### src/sd_proto_pkg.sv
// SD protocol constants for SPI mode: command indices, tokens, R1 codes and frame layout
`default_nettype none

package sd_proto_pkg;

   typedef logic [5:0] sd_cmd_idx_t;

   localparam sd_cmd_idx_t CMD_GO_IDLE       = 6'd0;
   localparam sd_cmd_idx_t CMD_SEND_IF_COND  = 6'd8;
   localparam sd_cmd_idx_t CMD_READ_SINGLE   = 6'd17;
   localparam sd_cmd_idx_t ACMD_SEND_OP_COND = 6'd41;
   localparam sd_cmd_idx_t CMD_APP           = 6'd55;

   // only CMD0 and CMD8 are crc-checked by the card in spi mode
   localparam logic [7:0] CRC_CMD0  = 8'h95;
   localparam logic [7:0] CRC_CMD8  = 8'h87;
   localparam logic [7:0] CRC_DUMMY = 8'h01;

   localparam logic [31:0] ARG_IF_COND = 32'h0000_01AA;
   localparam logic [31:0] ARG_HCS     = 32'h4000_0000;

   localparam logic [7:0] R1_IDLE  = 8'h01;
   localparam logic [7:0] R1_READY = 8'h00;

   localparam logic [7:0] TOKEN_START_BLOCK = 8'hFE;

   localparam int BLOCK_BYTES = 512;
   localparam int CRC_BYTES   = 2;

   // 80 clocks with MOSI high before the first command
   localparam int INIT_CLK_BYTES = 10;

   localparam logic [1:0] FRAME_START = 2'b01;

   typedef struct packed {
      logic [1:0]  start;
      sd_cmd_idx_t idx;
      logic [31:0] arg;
      logic [7:0]  crc;
   } sd_frame_t;

endpackage

`default_nettype wire

### src/sd_host_pkg.sv
// host-side types for the SD SPI host: data widths, controller states and command requests
`default_nettype none

package sd_host_pkg;

   typedef logic [7:0]  byte_t;
   typedef logic [31:0] blk_addr_t;

   // sclk half period is div + 1 clk cycles
   typedef logic [4:0]  sclk_div_t;

   typedef enum logic [3:0] {
      ST_POWERUP,
      ST_IDLE_CLKS,
      ST_CMD0,
      ST_CMD8,
      ST_CMD55,
      ST_ACMD41,
      ST_IDLE,
      ST_CMD17,
      ST_TOKEN,
      ST_BYTE_FETCH,
      ST_BYTE_READY,
      ST_CRC,
      ST_ERROR
   } ctrl_state_t;

   // resp_len counts bytes after R1, either 0 or 4
   typedef struct packed {
      sd_proto_pkg::sd_cmd_idx_t idx;
      logic [31:0]               arg;
      byte_t                     crc;
      logic [2:0]                resp_len;
   } cmd_req_t;

endpackage

`default_nettype wire

### src/sd_cmd_engine.sv
// SD command engine: sends a 6-byte frame, polls for R1 and reads the trailing bytes
`default_nettype none

module sd_cmd_engine #(
   parameter int RESP_POLL_LIMIT = 8
) (
   input  wire logic                  clk,
   input  wire logic                  reset,
   input  wire logic                  start_i,
   input  wire sd_host_pkg::cmd_req_t req_i,
   output logic                       done_o,
   output sd_host_pkg::byte_t         r1_o,
   output logic [31:0]                trailer_o,
   output logic                       spi_start_o,
   output sd_host_pkg::byte_t         spi_tx_o,
   input  wire logic                  spi_done_i,
   input  wire sd_host_pkg::byte_t    spi_rx_i
);
   import sd_host_pkg::*;
   import sd_proto_pkg::*;

   typedef enum logic [1:0] {
      CE_IDLE,
      CE_SEND,
      CE_POLL,
      CE_TRAIL
   } ce_state_t;

   ce_state_t   state;
   sd_frame_t   frame;
   logic [55:0] tx_sh;
   logic [7:0]  cnt;
   logic [2:0]  resp_len;

   assign frame = '{start: FRAME_START, idx: req_i.idx, arg: req_i.arg, crc: req_i.crc};
   assign spi_tx_o = tx_sh[55:48];

   always_ff @(posedge clk)
   begin
      if (reset)
      begin
         state       <= CE_IDLE;
         cnt         <= '0;
         done_o      <= 1'b0;
         spi_start_o <= 1'b0;
      end
      else
      begin
         done_o      <= 1'b0;
         spi_start_o <= 1'b0;
         case (state)
            CE_IDLE:
               if (start_i)
               begin
                  // one filler byte ahead of the frame
                  tx_sh       <= {8'hFF, frame};
                  resp_len    <= req_i.resp_len;
                  cnt         <= '0;
                  spi_start_o <= 1'b1;
                  state       <= CE_SEND;
               end
            CE_SEND:
               if (spi_done_i)
               begin
                  tx_sh       <= {tx_sh[47:0], 8'hFF};
                  spi_start_o <= 1'b1;
                  if (cnt == 8'd6)
                  begin
                     cnt   <= '0;
                     state <= CE_POLL;
                  end
                  else
                  begin
                     cnt <= cnt + 8'd1;
                  end
               end
            CE_POLL:
               if (spi_done_i)
               begin
                  if (!spi_rx_i[7])
                  begin
                     r1_o <= spi_rx_i;
                     cnt  <= '0;
                     if (resp_len == 3'd0)
                     begin
                        done_o <= 1'b1;
                        state  <= CE_IDLE;
                     end
                     else
                     begin
                        spi_start_o <= 1'b1;
                        state       <= CE_TRAIL;
                     end
                  end
                  else if (cnt == 8'(RESP_POLL_LIMIT - 1))
                  begin
                     // no response from the card
                     r1_o   <= 8'hFF;
                     done_o <= 1'b1;
                     state  <= CE_IDLE;
                  end
                  else
                  begin
                     cnt         <= cnt + 8'd1;
                     spi_start_o <= 1'b1;
                  end
               end
            CE_TRAIL:
               if (spi_done_i)
               begin
                  trailer_o <= {trailer_o[23:0], spi_rx_i};
                  if (cnt == {5'd0, resp_len} - 8'd1)
                  begin
                     done_o <= 1'b1;
                     state  <= CE_IDLE;
                  end
                  else
                  begin
                     cnt         <= cnt + 8'd1;
                     spi_start_o <= 1'b1;
                  end
               end
            default:
               state <= CE_IDLE;
         endcase
      end
   end

endmodule

`default_nettype wire

### src/sd_host_ctrl.sv
// SD host sequencer: power-up, card identification and single-block read with host handshake
`default_nettype none

module sd_host_ctrl #(
   parameter int                      POWERUP_CYCLES = 25_000_000,
   parameter sd_host_pkg::sclk_div_t  INIT_DIV       = 5'd31,
   parameter int                      ACMD41_RETRIES = 255
) (
   input  wire logic                   clk,
   input  wire logic                   reset,
   input  wire logic                   r_block_i,
   input  wire logic                   r_byte_i,
   input  wire sd_host_pkg::blk_addr_t block_addr_i,
   input  wire sd_host_pkg::sclk_div_t sclk_div_i,
   output logic                        busy_o,
   output logic                        err_o,
   output logic                        byte_valid_o,
   output sd_host_pkg::byte_t          data_o,
   output logic                        ss_o,
   output logic                        spi_start_o,
   output sd_host_pkg::byte_t          spi_tx_o,
   output sd_host_pkg::sclk_div_t      spi_div_o,
   input  wire logic                   spi_done_i,
   input  wire sd_host_pkg::byte_t     spi_rx_i,
   output logic                        cmd_start_o,
   output sd_host_pkg::cmd_req_t       cmd_req_o,
   input  wire logic                   cmd_done_i,
   input  wire sd_host_pkg::byte_t     cmd_r1_i,
   input  wire logic                   cmd_spi_start_i,
   input  wire sd_host_pkg::byte_t     cmd_spi_tx_i,
   output logic                        cmd_spi_done_o,
   output sd_host_pkg::byte_t          cmd_spi_rx_o
);
   import sd_host_pkg::*;
   import sd_proto_pkg::*;

   ctrl_state_t state;
   logic [31:0] cnt;
   logic        own_start;
   logic        cmd_mode;
   blk_addr_t   addr_q;
   byte_t       data_q;
   sclk_div_t   div_q;

   // command engine owns the byte port during command states
   assign cmd_mode       = state inside {ST_CMD0, ST_CMD8, ST_CMD55, ST_ACMD41, ST_CMD17};
   assign spi_start_o    = cmd_mode ? cmd_spi_start_i : own_start;
   assign spi_tx_o       = cmd_mode ? cmd_spi_tx_i : 8'hFF;
   assign spi_div_o      = div_q;
   assign cmd_spi_done_o = cmd_mode & spi_done_i;
   assign cmd_spi_rx_o   = spi_rx_i;

   assign ss_o         = state inside {ST_POWERUP, ST_IDLE_CLKS, ST_ERROR};
   assign busy_o       = !(state inside {ST_IDLE, ST_BYTE_READY});
   assign err_o        = (state == ST_ERROR);
   assign byte_valid_o = (state == ST_BYTE_READY);
   assign data_o       = data_q;

   always_comb
   begin
      cmd_req_o = '{idx: CMD_GO_IDLE, arg: 32'd0, crc: CRC_CMD0, resp_len: 3'd0};
      case (state)
         ST_CMD8:
            cmd_req_o = '{idx: CMD_SEND_IF_COND, arg: ARG_IF_COND, crc: CRC_CMD8,
                          resp_len: 3'd4};
         ST_CMD55:
            cmd_req_o = '{idx: CMD_APP, arg: 32'd0, crc: CRC_DUMMY, resp_len: 3'd0};
         ST_ACMD41:
            cmd_req_o = '{idx: ACMD_SEND_OP_COND, arg: ARG_HCS, crc: CRC_DUMMY,
                          resp_len: 3'd0};
         ST_CMD17:
            cmd_req_o = '{idx: CMD_READ_SINGLE, arg: addr_q, crc: CRC_DUMMY, resp_len: 3'd0};
         default:
            cmd_req_o = '{idx: CMD_GO_IDLE, arg: 32'd0, crc: CRC_CMD0, resp_len: 3'd0};
      endcase
   end

   always_ff @(posedge clk)
   begin
      if (reset)
      begin
         state       <= ST_POWERUP;
         cnt         <= '0;
         own_start   <= 1'b0;
         cmd_start_o <= 1'b0;
         div_q       <= INIT_DIV;
      end
      else
      begin
         own_start   <= 1'b0;
         cmd_start_o <= 1'b0;
         case (state)
            ST_POWERUP:
               if (cnt == POWERUP_CYCLES - 1)
               begin
                  cnt       <= '0;
                  own_start <= 1'b1;
                  state     <= ST_IDLE_CLKS;
               end
               else
               begin
                  cnt <= cnt + 32'd1;
               end
            ST_IDLE_CLKS:
               if (spi_done_i)
               begin
                  if (cnt == INIT_CLK_BYTES - 1)
                  begin
                     cmd_start_o <= 1'b1;
                     state       <= ST_CMD0;
                  end
                  else
                  begin
                     cnt       <= cnt + 32'd1;
                     own_start <= 1'b1;
                  end
               end
            ST_CMD0:
               if (cmd_done_i)
               begin
                  // repeat CMD0 until the card reports idle
                  cmd_start_o <= 1'b1;
                  if (cmd_r1_i == R1_IDLE)
                     state <= ST_CMD8;
               end
            ST_CMD8:
               if (cmd_done_i)
               begin
                  cnt         <= '0;
                  cmd_start_o <= (cmd_r1_i == R1_IDLE);
                  state       <= (cmd_r1_i == R1_IDLE) ? ST_CMD55 : ST_ERROR;
               end
            ST_CMD55:
               if (cmd_done_i)
               begin
                  cmd_start_o <= (cmd_r1_i == R1_IDLE);
                  state       <= (cmd_r1_i == R1_IDLE) ? ST_ACMD41 : ST_ERROR;
               end
            ST_ACMD41:
               if (cmd_done_i)
               begin
                  if (cmd_r1_i == R1_READY)
                  begin
                     div_q <= sclk_div_i;
                     state <= ST_IDLE;
                  end
                  else if (cnt == ACMD41_RETRIES - 1)
                  begin
                     state <= ST_ERROR;
                  end
                  else
                  begin
                     cnt         <= cnt + 32'd1;
                     cmd_start_o <= 1'b1;
                     state       <= ST_CMD55;
                  end
               end
            ST_IDLE:
               if (r_block_i)
               begin
                  addr_q      <= block_addr_i;
                  cnt         <= '0;
                  cmd_start_o <= 1'b1;
                  state       <= ST_CMD17;
               end
            ST_CMD17:
               if (cmd_done_i)
               begin
                  own_start <= (cmd_r1_i == R1_READY);
                  state     <= (cmd_r1_i == R1_READY) ? ST_TOKEN : ST_ERROR;
               end
            ST_TOKEN:
               if (spi_done_i)
               begin
                  own_start <= 1'b1;
                  if (spi_rx_i == TOKEN_START_BLOCK)
                     state <= ST_BYTE_FETCH;
               end
            ST_BYTE_FETCH:
               if (spi_done_i)
               begin
                  data_q <= spi_rx_i;
                  state  <= ST_BYTE_READY;
               end
            ST_BYTE_READY:
               if (r_byte_i)
               begin
                  own_start <= 1'b1;
                  if (cnt == BLOCK_BYTES - 1)
                  begin
                     cnt   <= '0;
                     state <= ST_CRC;
                  end
                  else
                  begin
                     cnt   <= cnt + 32'd1;
                     state <= ST_BYTE_FETCH;
                  end
               end
            ST_CRC:
               if (spi_done_i)
               begin
                  if (cnt == CRC_BYTES - 1)
                  begin
                     state <= ST_IDLE;
                  end
                  else
                  begin
                     cnt       <= cnt + 32'd1;
                     own_start <= 1'b1;
                  end
               end
            ST_ERROR:
               state <= ST_ERROR;
            default:
               state <= ST_ERROR;
         endcase
      end
   end

endmodule

`default_nettype wire

### src/sd_spi_host.sv
// SD card host in SPI mode, joining the sequencer, command engine and byte engine
`default_nettype none

module sd_spi_host #(
   parameter int                     POWERUP_CYCLES  = 25_000_000,
   parameter sd_host_pkg::sclk_div_t INIT_DIV        = 5'd31,
   parameter int                     ACMD41_RETRIES  = 255,
   parameter int                     RESP_POLL_LIMIT = 8
) (
   input  wire logic                   clk,
   input  wire logic                   reset,
   input  wire logic                   r_block_i,
   input  wire logic                   r_byte_i,
   input  wire sd_host_pkg::blk_addr_t block_addr_i,
   input  wire sd_host_pkg::sclk_div_t sclk_div_i,
   output logic                        busy_o,
   output logic                        err_o,
   output logic                        byte_valid_o,
   output sd_host_pkg::byte_t          data_o,
   input  wire logic                   miso_i,
   output logic                        mosi_o,
   output logic                        sclk_o,
   output logic                        ss_o
);
   import sd_host_pkg::*;

   logic      spi_start;
   byte_t     spi_tx;
   sclk_div_t spi_div;
   logic      spi_done;
   byte_t     spi_rx;
   logic      cmd_start;
   cmd_req_t  cmd_req;
   logic      cmd_done;
   byte_t     cmd_r1;
   logic      cmd_spi_start;
   byte_t     cmd_spi_tx;
   logic      cmd_spi_done;
   byte_t     cmd_spi_rx;

   sd_host_ctrl #(
      .POWERUP_CYCLES (POWERUP_CYCLES),
      .INIT_DIV       (INIT_DIV),
      .ACMD41_RETRIES (ACMD41_RETRIES)
   ) ctrl_inst (
      .clk             (clk),
      .reset           (reset),
      .r_block_i       (r_block_i),
      .r_byte_i        (r_byte_i),
      .block_addr_i    (block_addr_i),
      .sclk_div_i      (sclk_div_i),
      .busy_o          (busy_o),
      .err_o           (err_o),
      .byte_valid_o    (byte_valid_o),
      .data_o          (data_o),
      .ss_o            (ss_o),
      .spi_start_o     (spi_start),
      .spi_tx_o        (spi_tx),
      .spi_div_o       (spi_div),
      .spi_done_i      (spi_done),
      .spi_rx_i        (spi_rx),
      .cmd_start_o     (cmd_start),
      .cmd_req_o       (cmd_req),
      .cmd_done_i      (cmd_done),
      .cmd_r1_i        (cmd_r1),
      .cmd_spi_start_i (cmd_spi_start),
      .cmd_spi_tx_i    (cmd_spi_tx),
      .cmd_spi_done_o  (cmd_spi_done),
      .cmd_spi_rx_o    (cmd_spi_rx)
   );

   // the R7 trailer of CMD8 is not checked by the sequencer
   sd_cmd_engine #(
      .RESP_POLL_LIMIT (RESP_POLL_LIMIT)
   ) cmd_inst (
      .clk         (clk),
      .reset       (reset),
      .start_i     (cmd_start),
      .req_i       (cmd_req),
      .done_o      (cmd_done),
      .r1_o        (cmd_r1),
      .trailer_o   (),
      .spi_start_o (cmd_spi_start),
      .spi_tx_o    (cmd_spi_tx),
      .spi_done_i  (cmd_spi_done),
      .spi_rx_i    (cmd_spi_rx)
   );

   spi_byte_engine byte_inst (
      .clk     (clk),
      .reset   (reset),
      .start_i (spi_start),
      .tx_i    (spi_tx),
      .div_i   (spi_div),
      .rx_o    (spi_rx),
      .done_o  (spi_done),
      .busy_o  (),
      .miso_i  (miso_i),
      .mosi_o  (mosi_o),
      .sclk_o  (sclk_o)
   );

endmodule

`default_nettype wire

### src/spi_byte_engine.sv
// SPI mode-0 master that exchanges one byte per start at a runtime clock divider
`default_nettype none

module spi_byte_engine (
   input  wire logic                   clk,
   input  wire logic                   reset,
   input  wire logic                   start_i,
   input  wire sd_host_pkg::byte_t     tx_i,
   input  wire sd_host_pkg::sclk_div_t div_i,
   output sd_host_pkg::byte_t          rx_o,
   output logic                        done_o,
   output logic                        busy_o,
   input  wire logic                   miso_i,
   output logic                        mosi_o,
   output logic                        sclk_o
);
   import sd_host_pkg::*;

   sclk_div_t  div_q;
   sclk_div_t  half_cnt;
   logic [3:0] edge_cnt;
   byte_t      tx_sh;

   always_ff @(posedge clk)
   begin
      if (reset)
      begin
         busy_o   <= 1'b0;
         done_o   <= 1'b0;
         sclk_o   <= 1'b0;
         mosi_o   <= 1'b1;
         half_cnt <= '0;
         edge_cnt <= '0;
      end
      else
      begin
         done_o <= 1'b0;
         if (!busy_o)
         begin
            if (start_i)
            begin
               busy_o   <= 1'b1;
               div_q    <= div_i;
               half_cnt <= '0;
               edge_cnt <= '0;
               // msb goes out ahead of the first rising edge
               mosi_o   <= tx_i[7];
               tx_sh    <= {tx_i[6:0], 1'b1};
            end
         end
         else if (half_cnt == div_q)
         begin
            half_cnt <= '0;
            sclk_o   <= ~sclk_o;
            edge_cnt <= edge_cnt + 4'd1;
            if (!sclk_o)
            begin
               rx_o <= {rx_o[6:0], miso_i};
            end
            else
            begin
               // ones shift in, so mosi rests high after the byte
               mosi_o <= tx_sh[7];
               tx_sh  <= {tx_sh[6:0], 1'b1};
               if (edge_cnt == 4'd15)
               begin
                  busy_o <= 1'b0;
                  done_o <= 1'b1;
               end
            end
         end
         else
         begin
            half_cnt <= half_cnt + 5'd1;
         end
      end
   end

endmodule

`default_nettype wire

### config.mk
export PLATFORM = sky130hd
export DESIGN_NAME = sd_spi_host
export DESIGN_NICKNAME = d
export VERILOG_FILES = /design/src/sd_proto_pkg.sv /design/src/sd_host_pkg.sv /design/src/sd_cmd_engine.sv /design/src/sd_host_ctrl.sv /design/src/sd_spi_host.sv /design/src/spi_byte_engine.sv
export SDC_FILE = /design/constraint.sdc
export NUM_CORES = 1
export LEC_CHECK = 0
export ABC_AREA = 1
export BUFFER_PORTS_ARGS = -buffer_cell sky130_fd_sc_hd__buf_2
export CAP_MARGIN = 15
export CORE_MARGIN = 1
export CORE_UTILIZATION = 30
export CTS_BUF_LIST = sky130_fd_sc_hd__clkbuf_4
export DETAILED_ROUTE_END_ITERATION = 8
export SLEW_MARGIN = 20
export SYNTH_ARGS = -nofsm -noshare
export SYNTH_HDL_FRONTEND = slang
export SYNTH_HIERARCHICAL = 1
export SYNTH_SLANG_ARGS = --single-unit
### constraint.sdc
create_clock -name clk -period 11 [get_ports clk]
set_input_delay 2.2 -clock clk [delete_from_list [all_inputs] [get_ports clk]]
set_output_delay 2.2 -clock clk [all_outputs]
set_load 0.005 [all_outputs]
# After elaboration in Yosys (flattened, before gate mapping)
# Cells that the tools add are included.
[op_classes]
n_reduce_logical = 29
bitwise = 5
eq_ne = 59
muxes = 117
n_addsub = 5
[op_table]
columns = ["op", "n"]
rows = [
  ["$mux W32", 12],
  ["$pmux W32 S7", 1],
  ["$pmux W49 S4", 1],
  ["$mux W56", 2],
  ["$mux W8", 14],
  ["$pmux W56 S2", 1],
  ["$mux W4", 23],
  ["$pmux W4 S12", 1],
  ["$mux W1", 41],
  ["$add A32 B1 Y32 const B", 1],
  ["$eq A32 B1 Y1 const B", 1],
  ["$eq A32 B25 Y1 const B", 1],
  ["$eq A32 B4 Y1 const B", 1],
  ["$eq A32 B8 Y1 const B", 1],
  ["$eq A32 B9 Y1 const B", 1],
  ["$ne A2 B1 Y1 const B", 16],
  ["$pmux W8 S4", 1],
  ["$ne A2 B2 Y1 const B", 14],
  ["$eq A4 B4 Y1 const B", 6],
  ["$mux W2", 10],
  ["$reduce_and A3 Y1", 6],
  ["$eq A4 B3 Y1 const B", 4],
  ["$eq A8 B3 Y1 const B", 2],
  ["$reduce_and A16 Y1", 1],
  ["39 further kinds", 53],
]
[totals]
in_bits = 42
elab_cells = 239
ff_bits = 196

# Logic depth before layout (Yosys ltp)
[depth]
depth_word = 5
depth_mapped = 15
depth_no_buf = 14

# Cells and area by module
# The synthesis kept the hierarchy.
[by_module_without_submodules]
columns = ["module", "instances", "cells_each", "seq_area_each_um2", "area_each_um2"]
rows = [
  ["sd_host_ctrl", 1, 860, 2062.0, 5570.3],
  ["sd_cmd_engine", 1, 433, 3213.1, 4644.5],
  ["spi_byte_engine", 1, 157, 860.8, 1450.1],
]

# Worst setup path after synthesis
# OpenSTA, ideal clock, no wires.
[synth_timing]
path_kind = "input to register"
startpoint = "input port reset"
endpoint = "register cmd_inst.tx_sh[0] (enable)"
path_buffers = 0
slack_ns = 5.311
arrival_time_ns = 5.199
setup_ns = 0.489
stages = 3
path_cell_list = "clkinv_1 -> nand2_1 -> o22ai_1"
[synth_via]
elab_chain_cells = 2
[synth_lines]
columns = ["element", "line_no", "source"]
rows = [
  ["start: declaration", "sd_spi_host.sv:11", "input wire logic reset,"],
  ["$not A1 Y1 (no source line)", "--", ""],
  ["$reduce_and A4 Y1 (no source line)", "--", ""],
  ["end signal: assignment", "sd_cmd_engine.sv:56", "tx_sh <= {8'hFF, frame};"],
  ["end signal: assignment", "sd_cmd_engine.sv:65", "tx_sh <= {tx_sh[47:0], 8'hFF};"],
  ["end: declaration", "sd_cmd_engine.sv:31", "logic [55:0] tx_sh;"],
]
# Every way passes these cells.
# A chain may end at the register's enable or synchronous reset.

# Worst setup path after layout
[layout_timing]
startpoint = "register ctrl_inst.state[2]"
endpoint = "output port busy_o"
[layout_via]
elab_chain_cells = 3
elab_cells_between_ends = 4
cone_classes = "2 x eq/ne; 2 x reduce/logical"
[layout_lines]
columns = ["element", "line_no", "source"]
rows = [
  ["start: declaration", "sd_host_ctrl.sv:37", "ctrl_state_t state;"],
  ["start signal: assignment", "sd_host_ctrl.sv:131", "state <= (cmd_r1_i == R1_IDLE) ? ST_CMD55 : ST_ERROR;"],
  ["start signal: assignment", "sd_host_ctrl.sv:137", "state <= (cmd_r1_i == R1_IDLE) ? ST_ACMD41 : ST_ERROR;"],
  ["start signal: assignment", "sd_host_ctrl.sv:170", "state <= (cmd_r1_i == R1_READY) ? ST_TOKEN : ST_ERROR;"],
  ["$eq A4 B3 Y1 or $eq A4 B4 Y1 (tied branches)", "sd_host_ctrl.sv:54", "assign busy_o = !(state inside {ST_IDLE, ST_BYTE_READY});"],
  ["$reduce_bool A2 Y1 (*)", "sd_host_ctrl.sv:54", ""],
  ["$logic_not A1 Y1 (*)", "sd_host_ctrl.sv:54", ""],
  ["end: declaration", "sd_spi_host.sv:16", "output logic busy_o,"],
]
# Every way passes the cells marked *; elsewhere a longest branch is shown, timed or not.

==> results.ini <==
[run_status]
status=complete, no violations

[placed_design]
dp_hpwl_mm=17.35
dpl_worst_slack_ns=6.696
placed_cells=1866
post_dp_cell_area_um2=11200
io_buffers=55
gp_congestion=0.8720

[timing]
relSlewSlack_pct=30.13
fin_tns_setup_ns=0
hold_viol_final=0
fin_crit_ns=4.492
report.final.slew_viol_count=0
finalWorstSetupSlack_ns=6.508
min_period_over_period_pct=40.84
rsz0062_at_grt=no
finalClockSkew_ns=0.04759
setup_viol=0
max_freq_mhz=222.6
worst_pin_slew_ns=1.039

[critical_path]
slowest_stage=dfxtp_1
r2r_cells=6
endpoint_kind=primary output
r2r-end=cmd_inst/tx_sh[5]$_SDFFCE_PP1P_
start_kind=register
crit_fanout=16
critPathLaunch=ctrl_inst/state[2]$_SDFFE_PP0P_
crit_type=register to primary output
cp.arrival_ns=2.29
cpPeakStageDelay_ns=0.44
endpoint=busy_o
r2r-start=cmd_inst/state[0]$_SDFFE_PP0P_
reg2reg_slack_ns=8.24
path_cells=inv_1 > nand2_1 > nor2_4 > inv_2 > nand2_1 > inv_1 > buf_2
required_ns=8.80

[die]
dieHeight_um=190.9
core_area_um2=34800
fp.dieW_um=190.9
start_util_pct=30.75
die_area_um2=36430
pin_count=56
row_count=68

[detailed_routing]
via_count=8731
vias_per_cell=4.598
drtIter0Drc=631
drc=0
wl_per_cell_um=12.96
wl_mm=24.61
dr.pass1.iters=5
ant_nets=0

[layout]
fin_nets=1481
area_delta_synth_final_pct=7.600
final_util_pct=33.09
drive_gt1_share_pct=12.68
layout.cells.non_filler=1899
postLayoutCellArea_um2=11510

[power]
sequentialPowerShare_pct=50.0
swShare_pct=37.05
p_leak_nw=4.814
power_frac_comb_pct=24.8
clockPowerShare_pct=25.1
peakVddDrop_mv=0.1022
p_sw_mw=0.6245
powerDensity_nw_per_um2=146.4
p_int_mw=1.061

[clock_tree]
path_clk_slew_ns=0.20
cts_setup_buffers=0
cts_max_level=4
cts_buffers=17
tritoncts=yes
cts_resized=0
cts.sinks=195
cts_hold_buf=0
clockBufferDepth=2
cts_root_buf=clkbuf_4
clock_latency_ns=0.64

[global_routing]
grt_pass1_wl_mm=40.90
grt_pass1_vias=8073
gr-usage-all-layers_pct=14.17
grt_max_degree=57
overflow=0
antenna_found_initial=1

[synthesis]
ys_warn_count=6
syn_area_um2=10700
syn_inst=1417
syn_area_per_cell_um2=7.551

[min_path]
worstHoldStart=ctrl_inst/spi_div_o[2]$_SDFFE_PP1P_
worstHoldPathType=register to register

[run]
drv_cap=0

[final cells by class]
| type | count | area, um^2 |
|---|---|---|
| Fill cell | 3645 | 23280 |
| Sequential cell | 195 | 5175 |
| Multi-Input combinational cell | 994 | 4542 |
| Inverter | 163 | 611.8 |
| Tap cell | 455 | 569.3 |
| Timing Repair Buffer | 59 | 305.3 |
| Clock inverter | 14 | 172.7 |
| Clock buffer | 18 | 135.1 |
| Antenna cell | 1 | 2.502 |
[sequential cells by signal (all words and copies together) (netlist names), 4 cells and up]
name                 count
byte_inst/div_q          5
byte_inst/edge_cnt       4
byte_inst/half_cnt       5
byte_inst/rx_o           8
byte_inst/tx_sh          7
cmd_inst/cnt             8
cmd_inst/r1_o            8
cmd_inst/tx_sh          56
ctrl_inst/addr_q        32
ctrl_inst/cnt           32
ctrl_inst/data_o         8
ctrl_inst/spi_div_o      5
ctrl_inst/state          4
[power by group through the flow]
stage	sequential (mW)	clock (mW)	combinational, mW
2_1_floorplan	0.836	0	0.362
3_3_place_gp	0.858	0	0.413
3_5_place_dp	0.859	0	0.415
4_1_cts	0.843	0.444	0.417
5_1_grt	0.848	0.470	0.485
6_report	0.843	0.424	0.419
[per-stage QoR]
stage                     total power, mW  hold WS (ns)
after floorplan                     1.198        0.4086
after global placement              1.271        0.4188
after detailed placement            1.274        0.4219
after CTS                           1.704        0.4441
after global routing                1.802        0.4636
final                               1.686        0.4636
[per-layer routing]
layer,GRT usage [%],routed length [um],share of wire (%),up-vias
met4,3.969,322,1.3,0
li1,-,-,-,4508
met1,19.73,12250,50,3985
met3,2.889,1276,5.2,22
met2,22.06,10770,44,216
met5,0,0,0,-
[critical path: cells and delay by family, from the launching register on]
| family | cells | cell delay [ns] |
|---|---|---|
| buf+inv | 4 | 0.48 |
| simple gates | 3 | 0.74 |
| flops | 1 | 0.44 |
[cells in the final DEF, fill, tap and decap left out, types with 2 or more instances in the layout]
master    instances
nand4_1          25
dfxtp_1          68
inv_8             6
inv_6             2
o21ai_1           2
xor2_1           13
ha_1              9
o21bai_1          2
nor2_2           13
inv_2            16
edfxtp_1        127
nand3b_1          5
nor2_1          216
nand3_2           2
or2_2            34
nand3_1         124
a31oi_1           2
nand2_1         435
nor2_4            7
a21oi_1          32
clkinv_1          4
inv_1           143
nand2_2          13
buf_2            55
o211ai_1          7
o21ai_2           2
clkbuf_4         18
o21a_1            2
conb_1            6
o21ai_0          20
nor3_1           12
o22ai_1           3
clkinv_4          2
buf_4             4
[worst min-delay path by stage]
| stage | end | slack, ns | depth (start not counted) |
|---|---|---|---|
| 2_1_floorplan | byte_inst/div_q[0]$_DFFE_PP_ | 0.41 | 0 |
| 3_3_place_gp | byte_inst/div_q[4]$_DFFE_PP_ | 0.42 | 0 |
| 3_5_place_dp | byte_inst/div_q[2]$_DFFE_PP_ | 0.42 | 0 |
| 4_1_cts | byte_inst/div_q[4]$_DFFE_PP_ | 0.44 | 0 |
| 5_1_grt | byte_inst/div_q[4]$_DFFE_PP_ | 0.46 | 0 |
| 6_report | byte_inst/div_q[2]$_DFFE_PP_ | 0.46 | 0 |
Note: power is estimated with default switching activity, not from simulation.
